**config.mk**
```make
export PLATFORM = sky130hd
export DESIGN_NAME = dla_mac
export DESIGN_NICKNAME = d
export VERILOG_FILES = /design/src/hdl/dla_pkg.sv /design/src/hdl/dla_mac.sv
export SDC_FILE = /design/constraint.sdc
export NUM_CORES = 1
export LEC_CHECK = 0
export BUFFER_PORTS_ARGS = -buffer_cell sky130_fd_sc_hd__clkbuf_2
export CAP_MARGIN = 0
export CORE_MARGIN = 2
export CORE_UTILIZATION = 35
export CTS_BUF_LIST = sky130_fd_sc_hd__clkbuf_16
export CTS_CLUSTER_SIZE = 20
export DETAILED_ROUTE_END_ITERATION = 7
export GPL_ROUTABILITY_DRIVEN = 0
export PLACE_DENSITY = 0.51
export SLEW_MARGIN = 25
export SYNTH_ARGS = -nofsm -noshare
export SYNTH_HDL_FRONTEND = slang
export SYNTH_SLANG_ARGS = --single-unit
```
**constraint.sdc**
```tcl
create_clock -name clk -period 4.15 [get_ports clk]
set_clock_uncertainty 0.15 [all_clocks]
set_input_delay 0.83 -clock clk [delete_from_list [all_inputs] [get_ports clk]]
set_output_delay 0.83 -clock clk [all_outputs]
set_load 0.05 [all_outputs]
```
**src/hdl/dla_pkg.sv**
```systemverilog
// shared widths, opcodes and bundles for the dot-product engine, imported by every RTL block

package dla_pkg;

    // --------------------------------------------------
    // sizes
    // --------------------------------------------------
    localparam int BYTE_W       = 8;
    localparam int REGION_BYTES = 256;
    // top address bit selects data (0) or weight (1)
    localparam int ADDR_W       = 9;
    // lengths run from 1 to 256
    localparam int LEN_W        = 9;
    localparam int MAX_WR_BYTES = 20;
    localparam int RESULT_W     = 32;

    // --------------------------------------------------
    // opcodes
    // --------------------------------------------------
    // number of 4-byte words to store, other codes store nothing
    typedef enum logic [2:0] {
        W4  = 3'd1,
        W8  = 3'd2,
        W12 = 3'd3,
        W16 = 3'd4,
        W20 = 3'd5
    } wsize_e;

    // window slide of 3 or 5 rows of 4 bytes
    typedef enum logic [2:0] {
        K3 = 3'd3,
        K5 = 3'd5
    } kernel_e;

    typedef enum logic {
        IDLE = 1'b0,
        RUN  = 1'b1
    } ctrl_state_e;

    // --------------------------------------------------
    // bundles
    // --------------------------------------------------
    // byte k of data sits in bits 8k+7 .. 8k
    typedef struct packed {
        logic [ADDR_W-1:0]              addr;
        wsize_e                         wsize;
        logic [MAX_WR_BYTES*BYTE_W-1:0] data;
    } wr_req_t;

    typedef struct packed {
        logic signed [BYTE_W-1:0] data;
        logic signed [BYTE_W-1:0] weight;
    } byte_pair_t;

endpackage

```
**src/hdl/dla_mac.sv**
```systemverilog
// signed int8 multiply-accumulate, one byte pair per cycle, with a registered result
`timescale 1ns/10ps

module dla_mac
    import dla_pkg::*;
(
    input  logic                clk,
    input  logic                rst_n,
    input  logic                mac_valid,
    input  logic                last,
    input  byte_pair_t          pair,
    output logic [RESULT_W-1:0] result,
    output logic                res_vld
);

    logic signed [2*BYTE_W-1:0] product;
    logic signed [RESULT_W-1:0] product_ext;
    logic signed [RESULT_W-1:0] acc;
    logic signed [RESULT_W-1:0] acc_next;
    logic                       first;

    assign product     = $signed(pair.data) * $signed(pair.weight);
    assign product_ext = {{(RESULT_W-2*BYTE_W){product[2*BYTE_W-1]}}, product};

    // first product of a run replaces the old sum
    assign acc_next = (first ? '0 : acc) + product_ext;

    // --------------------------------------------------
    // accumulator
    // --------------------------------------------------
    always_ff @(posedge clk) begin
        if (mac_valid) begin
            acc <= acc_next;
        end
    end

    always_ff @(posedge clk or negedge rst_n) begin
        if (!rst_n) begin
            first <= 1'b1;
        end else if (mac_valid) begin
            first <= last;
        end
    end

    // --------------------------------------------------
    // result
    // --------------------------------------------------
    // result holds until the next completed run
    always_ff @(posedge clk or negedge rst_n) begin
        if (!rst_n) begin
            result  <= '0;
            res_vld <= 1'b0;
        end else begin
            res_vld <= mac_valid && last;
            if (mac_valid && last) begin
                result <= acc_next;
            end
        end
    end

endmodule

```
# Yosys cells after proc, flatten, opt, wreduce, memory -nomap -nowiden
# Index checks and enable logic that the tools add are counted.
dict set report word_totals {
  reg_bits 66
  wordCells 8
}
dict set report op_classes {
  n_addsub 1
  multipliers 1
  mux 1
  n_reduce_logical 1
}
# cell count
set op_table {}
lappend op_table {{$add 32x32->32} 1}
lappend op_table {{$mux 32} 1}
lappend op_table {{$mul 8x8->16} 1}
lappend op_table {{$logic_and 1x1->1} 1}

# Longest topological paths before layout
dict set report logic_depth {
  word_depth 2
  depth_mapped 30
  ltp_nobuf 29
}

# Worst setup path before layout
# OpenSTA, ideal clock, no wires.
dict set report synth_path {
  kind {input-to-reg}
  from {in pair[4] in the netlist's numbering}
  to {reg acc[31] (data pin)}
  setup_ps 260
  arrival_ps 7178
  slack_ps -3438
  stages 28
  n_path_buf 2
  path_cell_list {and2_1 -> fa_1 -> inv_1 -> fa_1 -> inv_1 -> fa_1 -> inv_1 -> fa_1 -> inv_1 -> ha_1 -> and3_1 -> a221o_1 -> nand4bb_1 -> and3_4 -> or2_2 -> buf_2 -> inv_1 -> buf_2 -> ha_1 -> a21o_1 -> a21oi_1 -> nor2_1 -> or3_1 -> o31ai_2 -> nand2_1 -> a221oi_2 -> mux2i_1 -> xnor2_1}
}
dict set report synth_between {
  elab_chain_cells 2
}
# item line
set synth_lines {}
lappend synth_lines {{from (decl)} dla_mac.sv:11} ;# input byte_pair_t pair,
lappend synth_lines {{$mul 8x8->16} dla_mac.sv:22} ;# assign product = $signed(pair.data) * $signed(pair.weight);
lappend synth_lines {{$add 32x32->32} dla_mac.sv:26} ;# assign acc_next = (first ? '0 : acc) + product_ext;
lappend synth_lines {{via acc_next[31]} dla_mac.sv:19} ;# logic signed [RESULT_W-1:0] acc_next;
lappend synth_lines {{to (signal assigned)} dla_mac.sv:33} ;# acc <= acc_next;
lappend synth_lines {{to (decl)} dla_mac.sv:18} ;# logic signed [RESULT_W-1:0] acc;
# The timed path passes the listed nets, and every way through them passes these cells.
# A chain may end at the register's enable or synchronous reset.

# Final worst setup path
dict set report layout_path {
  from {in pair[15] in the netlist's numbering}
  to {reg acc[31] (data pin)}
}
# Same word-level chain as after synthesis.

==> results.ini <==
[global_route]
grt.total_usage_pct = 17.0
grt_antenna_before_repair = 0
first_global_vias = 5944
grt_pass1_wl_um = 27700
grt-ovfl-total = 0
grt_max_degree = 35

[yosys]
ys_types = 56
synth_fp_nets = 810
synthMuxAreaShare_pct = 5.05
async_reset_ff_share_pct = 51.5
syn-cell-area_um2 = 6620
ys_ff_latch = 66
synth_compound_area_share_pct = 11.1
synth_top_area_share_pct = 16.9
synthTopCellsByCount = inv_1, fa_1, ha_1, nand2_1, and2_1
synth_simple_gate_area_share_pct = 16.0
post-synth-top-count-cell = inv_1
synth-edff-count = 32
yosysTopAreaCell = fa_1
synthAdderAreaFrac_pct = 27.3
synth_xor_area_share_pct = 6.62
ys_seq_area_share_pct = 27.4
synth_top_family_by_area = adder cells
synth.area.top_cells = fa_1, edfxtp_1, dfrtp_1, ha_1, inv_1
syn_inst = 679
syn-mean-instance-area_um2 = 9.75
yosys_most_used_dff = dfrtp_1
yosys_warnings = 0

[cells_and_area]
fillCellCount = 1662
finalCoreUtilization_pct = 53.4
final_nets = 1029
n_antenna_cell = 0
drive_gt1_share_pct = 47.0
syn_to_final_growth_pct = 50.4
design_area_um2 = 9960
instances_no_fill = 1137

[clocking]
cts.sinks = 66
cts_buffers = 9
cts_max_path_buffers = 2
clk_pin_slew_ns = 0.06
cts_tree = built
insertion_delay_ns = 0.34
h-tree-depth = 3
cts_root_buf = clkbuf_16

[outcome]
violations = setup timing
status = finished, violations left

[floorplanning]
fp.dieW_um = 142
coreArea_um2 = 18600
pin_count = 53
dieArea_um2 = 20000
die_h_um = 142
start_util_pct = 35.5
placementRows = 50

[route]
first_iter_violations = 151
wire_per_inst_um = 14.5
drtAntennaViolNets = 0
firstDrtPassIters = 4
post-route-drc-count = 0
routed_via_density = 4.81
wirelength_um = 16500
via_count = 5471

[worst_hold_path]
hp-class = flop to flop
hold_start = result[25]

[placement]
placed_cell_area_um2 = 8460
io_buffers = 52
dp_cells = 1089
place_hpwl_um = 12300

[timing]
worst_slack_ns = -2.77
maxSlewViolCount = 0
hold_viol_final = 0
min_period_ns = 6.92
setup-violations-final = 53
fin_crit_sh_pct = 167
worst_pin_slew_ns = 0.893
slew_headroom_pct = 40.4
grt_setup_unrepaired = true
clock.fmax_ghz = 0.145

[setup_path]
startpoint_type = input port
r2r_start = first
critical_path.max_fanout = 7
path_class = input port to flop
end_kind = flop
cp-startpoint = pair[15]
cp_data_arrival_time_ns = 6.85
cp_data_required_time_ns = 4.08

[run]
drv_cap = 0

[cells by family after synthesis]
family / after synthesis
multiplexers: 30
adder cells (fa/ha/maj): 111
AO/OA/AOI/OAI: 108
buffers and inverters: 115
XOR/XNOR: 50
AND/OR/NAND/NOR: 199
flip-flops: 66
[area by class of cell]
cell class | count | area, um2 | area share, %
Multi-Input combinational cell | 498 | 5430 | 54.5
Sequential cell | 66 | 1810 | 18.2
Timing Repair Buffer | 220 | 1740 | 17.5
Inverter | 103 | 392 | 3.93
Tap cell | 234 | 293 | 2.94
Clock buffer | 9 | 225 | 2.26
Clock inverter | 7 | 62.6 | 0.628
[cell usage in the layout, fill, tap and decap left out, types with 7 or more instances in the layout]
cell         n
clkbuf_2    38
and2_1      29
clkbuf_16    9
nor2_1      11
dfrtp_1     33
mux2_2       9
a21oi_1     16
a21o_1      13
o21ai_0      8
xnor2_2     11
inv_1       86
nand3_1     11
fa_1        53
ha_1        32
nor2b_1     33
inv_2       16
edfxtp_1    32
buf_6       37
a21oi_4      7
xnor2_1     20
mux2_4      18
and2_4      18
xor2_1       8
a21oi_2     15
buf_4      134
ha_4        19
nand2_1     45
[final timing paths]
check                              to  slack, ns  depth (start not counted)
min in group asynchronous   result[8]       0.44                          1
hold / removal             result[25]       0.31                          2
setup reg to reg              acc[26]       0.21                         14
hold reg to reg            result[25]       0.31                          2
setup / recovery              acc[31]      -2.77                         27
max in group asynchronous  result[27]       2.83                          1
[critical path: stages]
cell and delay (ns):
clkbuf_4 0.16, and2_4 0.19, fa_1 0.49, inv_1 0.05, fa_1 0.49, inv_1 0.05, fa_1 0.48, inv_1 0.05
fa_1 0.49, inv_2 0.04, ha_4 0.21, and3_4 0.14, a221o_1 0.33, nand4bb_1 0.26, and3_4 0.19, or2_4 0.25
inv_6 0.08, ha_4 0.20, a21o_1 0.16, a21oi_2 0.13, nor2_2 0.06, or3_4 0.33, o31ai_4 0.31, a31oi_2 0.15
a221oi_2 0.34, mux2i_1 0.27, xnor2_1 0.11
[layer usage]
| metal | share of wire, % | wire (um) | global-route usage (%) |
|---|---|---|---|
| met4 | 1.2 | 197 | 4.00 |
| met3 | 2.0 | 326 | 2.56 |
| met1 | 46 | 7560 | 22.2 |
| met2 | 51 | 8410 | 29.8 |
| met5 | 0 | 0 | 0 |
[state kept, by name, indices dropped and copies added (netlist names)]
register and flops:
result 32, acc 32, first 1, res_vld 1
[stage by stage]
stage                     worst slack (ns)  hold slack [ns]  setup TNS, ns
after floorplan                      -2.87            0.384         -95.18
after global placement               -3.01            0.308        -119.63
after detailed placement             -3.12            0.313        -121.46
after CTS                            -2.75            0.325        -104.46
after global routing                 -3.00            0.358        -114.65
final                                -2.77            0.313        -104.11
[timing repair]
action                                  in CTS  in global routing
setup buffers                               15                 28
endpoints found under the setup margin      53                 54
hold buffers                                 0                  0
pin swaps                                   22                 70
gates resized for setup                     67                154
Power is not shown: default switching activity piles up to over one toggle a cycle in this logic, so the estimate is an artifact.
