<file path="src/hdl/dla_pkg.sv">
// shared widths, opcodes and bundles for the dot-product engine, imported by every RTL block

package dla_pkg;

    // --------------------------------------------------
    // sizes
    // --------------------------------------------------
    localparam int BYTE_W       = 8;
    localparam int REGION_BYTES = 256;
    // top address bit selects data (0) or weight (1)
    localparam int ADDR_W       = 9;
    // lengths run from 1 to 256
    localparam int LEN_W        = 9;
    localparam int MAX_WR_BYTES = 20;
    localparam int RESULT_W     = 32;

    // --------------------------------------------------
    // opcodes
    // --------------------------------------------------
    // number of 4-byte words to store, other codes store nothing
    typedef enum logic [2:0] {
        W4  = 3'd1,
        W8  = 3'd2,
        W12 = 3'd3,
        W16 = 3'd4,
        W20 = 3'd5
    } wsize_e;

    // window slide of 3 or 5 rows of 4 bytes
    typedef enum logic [2:0] {
        K3 = 3'd3,
        K5 = 3'd5
    } kernel_e;

    typedef enum logic {
        IDLE = 1'b0,
        RUN  = 1'b1
    } ctrl_state_e;

    // --------------------------------------------------
    // bundles
    // --------------------------------------------------
    // byte k of data sits in bits 8k+7 .. 8k
    typedef struct packed {
        logic [ADDR_W-1:0]              addr;
        wsize_e                         wsize;
        logic [MAX_WR_BYTES*BYTE_W-1:0] data;
    } wr_req_t;

    typedef struct packed {
        logic signed [BYTE_W-1:0] data;
        logic signed [BYTE_W-1:0] weight;
    } byte_pair_t;

endpackage

</file>
<file path="src/hdl/dla_index_counter.sv">
// byte index counter for the dot product, loaded on start and flagging the final index
`timescale 1ns/10ps

module dla_index_counter
    import dla_pkg::*;
#(
    parameter int REGION_BYTES = dla_pkg::REGION_BYTES
) (
    input  logic             clk,
    input  logic             rst_n,
    input  logic             start,
    input  logic [LEN_W-1:0] len,
    output logic [LEN_W-2:0] idx,
    output logic             last
);

    localparam logic [LEN_W-2:0] MAX_IDX = (LEN_W-1)'(REGION_BYTES - 1);

    logic [LEN_W-1:0] len_m1;
    logic [LEN_W-2:0] bound_next;
    logic [LEN_W-2:0] bound;

    // clamp to the region so reads never leave it
    assign len_m1     = len - 1'b1;
    assign bound_next = (len_m1 > LEN_W'(MAX_IDX)) ? MAX_IDX : len_m1[LEN_W-2:0];

    always_ff @(posedge clk or negedge rst_n) begin
        if (!rst_n) begin
            idx   <= '0;
            bound <= '0;
        end else if (start) begin
            idx   <= '0;
            bound <= bound_next;
        end else if (idx != bound) begin
            idx <= idx + 1'b1;
        end
    end

    assign last = (idx == bound);

endmodule

</file>
<file path="config.mk">
export PLATFORM = sky130hd
export DESIGN_NAME = dla_index_counter
export DESIGN_NICKNAME = d
export VERILOG_FILES = /design/src/hdl/dla_pkg.sv /design/src/hdl/dla_index_counter.sv
export SDC_FILE = /design/constraint.sdc
export NUM_CORES = 1
export LEC_CHECK = 0
export BUFFER_PORTS_ARGS = -buffer_cell sky130_fd_sc_hd__buf_2
export CAP_MARGIN = 20
export CORE_UTILIZATION = 47
export DETAILED_ROUTE_END_ITERATION = 12
export PLACE_DENSITY_LB_ADDON = 0.2
export SLEW_MARGIN = 20
export SYNTH_ARGS = -nofsm -noshare
export SYNTH_HDL_FRONTEND = slang
export SYNTH_SLANG_ARGS = --single-unit
</file>
<file path="constraint.sdc">
create_clock -name clk -period 4.07 [get_ports clk]
set_input_delay 1.0175 -clock clk [delete_from_list [all_inputs] [get_ports clk]]
set_output_delay 1.0175 -clock clk [all_outputs]
set_load 0.05 [all_outputs]
</file>
### Word-level counts from Yosys, hierarchy flattened

Index checks and enable logic that the tools add are counted.

* order comparisons: 1
* reduce and logical (&&, ||, !) cells: 1
* multiplexer cells: 3
* eq/ne operators: 2
* add/subtract/negate cells: 2

Operators with widths (count)
* 8-bit 2-to-1 mux: 3
* 9-bit by 8-bit > comparator with 1-bit output (second input constant): 1
* 9-bit by 1-bit subtractor with 9-bit output (second input constant): 1
* 8-bit by 1-bit adder with 8-bit output (second input constant): 1
* 8-bit == test: 1
* 8-bit inequality test: 1
* 2-bit nonzero test: 1

* word-level logic and storage cells: 11
* output and inout port bits: 9
* flip-flop bits (word level): 16
* input bits: 12

### Depth between registers and ports, before layout

* word-level depth: 3
* depth in mapped cells: 7
* depth with buffers taken out: 6

### Worst setup path after synthesis

Ideal clock, no wire load.

* kind: register to output
* from: reg idx[3]
* to: out last
* path buffers: 1
* data required time: 3053 ps
* stages on the path, launching flop included: 5
* arrival: 1632 ps
* setup slack: 1420 ps
* cells stage by stage: dfrtp_1 > xor2_1 > nor4_1 > and2_1 > buf_6

* cells in the longest elaborated chain, start to end: 1

RTL lines
* start: declaration: RTL line dla_index_counter.sv:13 `output logic [LEN_W-2:0] idx,`
* start signal: assignment: RTL line dla_index_counter.sv:35 `idx <= idx + 1'b1;`
* 8-bit == test: RTL line dla_index_counter.sv:39 `assign last = (idx == bound);`
* end: declaration: RTL line dla_index_counter.sv:14 `output logic last`

Every way passes these cells.

### Worst setup path in the final report

* from: reg idx[2]
* to: out last

Same word-level chain as after synthesis.

==> impl_metrics.sql <==
INSERT INTO impl_metrics (metric_group, metric, value, unit) VALUES
('clock_tree', 'cts_hold_buffers', '0', ''),
('cells_and_area', 'final_nets', '133', ''),
('synth', 'postSynth.asyncResetShare', '100', '%'),
('synth', 'post_synth_most_frequent_cells', 'sky130_fd_sc_hd__nor2_1, sky130_fd_sc_hd__dfrtp_1, sky130_fd_sc_hd__xor2_1', ''),
('floorplan', 'design.die.area', '2120', 'um2'),
('drt', 'routed_wl', '1780', 'um'),
('global_route', 'grt_pass1_vias', '656', ''),
('drt', 'route.vias.total', '757', ''),
('status', 'run_status', 'finished, final reports clean', ''),
('floorplan', 'floorplan.initialDensity', '51.6', '%'),
('place', 'detailedPlace.worstSlack', '1270', 'ps'),
('timing', 'holdWs', '554', 'ps'),
('clock_tree', 'insertion_delay', '280', 'ps'),
('clock_tree', 'numCtsBuffers', '3', ''),
('synth', 'yosys_warnings', '0', ''),
('power', 'p_clk_share', '31.0', '%'),
('floorplan', 'design.core.area', '1760', 'um2'),
('place', 'io_buffers', '20', ''),
('synth', 'syn-instance-count', '98', ''),
('timing', 'final.period_utilization', '77.1', '%'),
('global_route', 'grt_pass1_wl', '2920', 'um'),
('global_route', 'overflow', '0', ''),
('timing', 'totalNegativeSetupSlack', '0', 'ps'),
('timing', 'max_frequency', '319', 'MHz'),
('setup_path', 'sort_of_element_at_the_start_of_the_critical_path', 'register', ''),
('synth', 'yosys.area.top_type_share', '44.0', '%'),
('power', 'vdd.ir_drop.worst', '157', 'uV'),
('clock_tree', 'clock-sinks', '16', ''),
('cells_and_area', 'area.growth.synth_to_final', '16.0', '%'),
('power', 'power.density', '320', 'nW/um2'),
('place', 'gp_routability_congestion', '0.796', ''),
('drt', 'post_drt_via_cell_ratio', '5.29', ''),
('timing', 'finalSetupViolations', '0', ''),
('timing', 'timing.final.ws_setup', '931', 'ps'),
('setup_path', 'timing.critical_path.fanout_max', '8', ''),
('floorplan', 'io-pin-count', '21', ''),
('clock_tree', 'cts_setup_buffers', '0', ''),
('power', 'power.internal', '243', 'uW'),
('power', 'power_switching', '94.0', 'uW'),
('clock_tree', 'clock_pin_transition_on_the_worst_setup_and_hold_timing_paths', '90', 'ps'),
('synth', 'seq_total_area_yosys', '44.0', '%'),
('power', 'switching_power_as_a_share_of_total_power', '27.9', '%'),
('clock_tree', 'cts.path.max_buffers', '2', ''),
('synth', 'postSynthAreaPerCell', '9.28', 'um2'),
('floorplan', 'floorplan.die.width', '46.0', 'um'),
('timing', 'final_max_slew_viol_count', '0', ''),
('place', 'dpl.hpwl', '1380', 'um'),
('cells_and_area', 'n_antenna_cell', '0', ''),
('synth', 'synth_ff_type', 'sky130_fd_sc_hd__dfrtp_1', ''),
('setup_path', 'worst-endpoint-arrival', '2120', 'ps'),
('clock_tree', 'cts-root-buf', 'sky130_fd_sc_hd__clkbuf_4', ''),
('synth', 'synth.top_cells.by_area', 'sky130_fd_sc_hd__dfrtp_1, sky130_fd_sc_hd__xor2_1, sky130_fd_sc_hd__nor2_1', ''),
('synth', 'yosysMostFrequentCell', 'sky130_fd_sc_hd__nor2_1', ''),
('power', 'fin_total_pwr', '337', 'uW'),
('synth', 'synth.ff_latch_count', '16', ''),
('drt', 'post-route-drc-count', '0', ''),
('cells_and_area', 'post_route_cells_drive_above_1_share', '21.2', '%'),
('clock_tree', 'ctsHtreeMaxLevel', '1', ''),
('global_route', 'grtUsageTotal', '19.7', '%'),
('setup_path', 'worstSetupEndpointType', 'primary output', ''),
('synth', 'synth.lib_cells_used.distinct', '24', ''),
('synth', 'synthesis.area', '910', 'um2'),
('drt', 'routedWlPerCell', '12.4', 'um'),
('floorplan', 'die_height', '46.0', 'um'),
('drt', 'antenna_violating_nets_post_route', '0', ''),
('power', 'sequential_group_share_of_total_power', '53.1', '%'),
('drt', 'initialDrtViolationCount', '22', ''),
('timing', 'unrepaired_setup_endpoints_after_global_routing', 'false', ''),
('synth', 'top_cell_type_by_total_area_after_synthesis', 'sky130_fd_sc_hd__dfrtp_1', ''),
('synth', 'synth_enable_flop_cells', '0', ''),
('power', 'combPwrFrac', '15.9', '%');
==> layout by cell type, fill, tap and decap left out <==
cell type | synthesis | layout
sky130_fd_sc_hd__clkbuf_4 | 0 | 3
sky130_fd_sc_hd__nand2_1 | 4 | 4
sky130_fd_sc_hd__or4_1 | 2 | 2
sky130_fd_sc_hd__or3_1 | 1 | 1
sky130_fd_sc_hd__xnor2_1 | 6 | 6
sky130_fd_sc_hd__dfrtp_1 | 16 | 16
sky130_fd_sc_hd__clkbuf_8 | 0 | 1
sky130_fd_sc_hd__a21boi_0 | 1 | 1
sky130_fd_sc_hd__inv_1 | 2 | 2
sky130_fd_sc_hd__ha_1 | 2 | 2
sky130_fd_sc_hd__xor2_1 | 13 | 13
sky130_fd_sc_hd__nor4_1 | 3 | 3
sky130_fd_sc_hd__a21oi_1 | 12 | 12
sky130_fd_sc_hd__and2_1 | 2 | 2
sky130_fd_sc_hd__nor3_1 | 2 | 2
sky130_fd_sc_hd__nand4_1 | 1 | 1
sky130_fd_sc_hd__mux2_2 | 1 | 1
sky130_fd_sc_hd__nor2_1 | 17 | 17
sky130_fd_sc_hd__nand3_1 | 4 | 4
sky130_fd_sc_hd__nor4bb_1 | 1 | 1
sky130_fd_sc_hd__nor2b_1 | 1 | 1
sky130_fd_sc_hd__buf_2 | 0 | 20
sky130_fd_sc_hd__o31ai_1 | 2 | 2
sky130_fd_sc_hd__mux2i_1 | 1 | 1
==> logic make-up (layout without fill, tap and decap cells) <==
group / count (synthesis) / in the layout / synth area share (%)
adders and majority gates: 2 / 2 / 2.75
DFF: 16 / 16 / 44.0
buffers and inverters: 6 / 26 / 3.30
xor gates and xnor gates: 19 / 19 / 18.3
muxes: 2 / 2 / 2.34
and+or+nand+nor: 38 / 38 / 20.2
AOI/OAI and AO/OA: 15 / 15 / 9.08
==> power groups by stage <==
stage / registers [uW] / logic, uW / clock network [uW]
CTS: 179 / 54.6 / 108
global route: 180 / 60.4 / 115
detailed placement: 182 / 54.2 / 0
global placement: 182 / 52.3 / 0
finish: 179 / 53.7 / 104
floorplan: 188 / 26.6 / 0
==> registers in the layout, indices dropped and copies added, names as in the netlist <==
register	count
idx	8
bound	8
==> worst max-delay path: cells and delay by family (launching register included) <==
kind / cells / cell delay (ps)
AND/OR/NAND/NOR: 2 / 850
flip-flops: 1 / 460
buffers and inverters: 1 / 330
XOR/XNOR: 1 / 190
==> metal layers <==
layer / share of wire [%] / GRT usage [%] / vias up / wire length (um)
li1: - / - / 374 / -
met1: 46 / 27.1 / 352 / 821
met2: 49 / 31.8 / 29 / 872
met3: 3.9 / 2.38 / 2 / 70
met4: 0.84 / 7.06 / 0 / 15
met5: 0 / 0 / - / 0
==> worst paths after layout <==
| kind | from | end | slack [ps] | cells past startpoint |
|---|---|---|---|---|
| max in group asynchronous | rst_n | bound[0] | 3190 | 1 |
| min reg2reg | bound[1] | bound[1] | 550 | 2 |
| max reg2reg | idx[2] | idx[6] | 2050 | 5 |
| max | idx[2] | last | 930 | 4 |
| min | bound[1] | bound[1] | 550 | 2 |
| min in group asynchronous | rst_n | idx[0] | 620 | 1 |
==> area by class of cell <==
type	instances	area, um2
well taps	25	31.3
fillers	179	709
multi-input cells	76	479
flip-flops and latches	16	400
repair buffers	20	100
clock buffers	4	36.3
inverters	2	7.51
==> stage by stage <==
| stage | utilization [%] | std cells | area (um2) |
|---|---|---|---|
| after floorplan | - | 98 | 910 |
| after global placement | 57.7 | 139 | 1020 |
| after detailed placement | 57.7 | 139 | 1020 |
| after CTS | 59.8 | 143 | 1050 |
| after global routing | 59.8 | 143 | 1050 |
| final | 59.8 | 143 | 1050 |
Power figures use the tool's default switching activity.
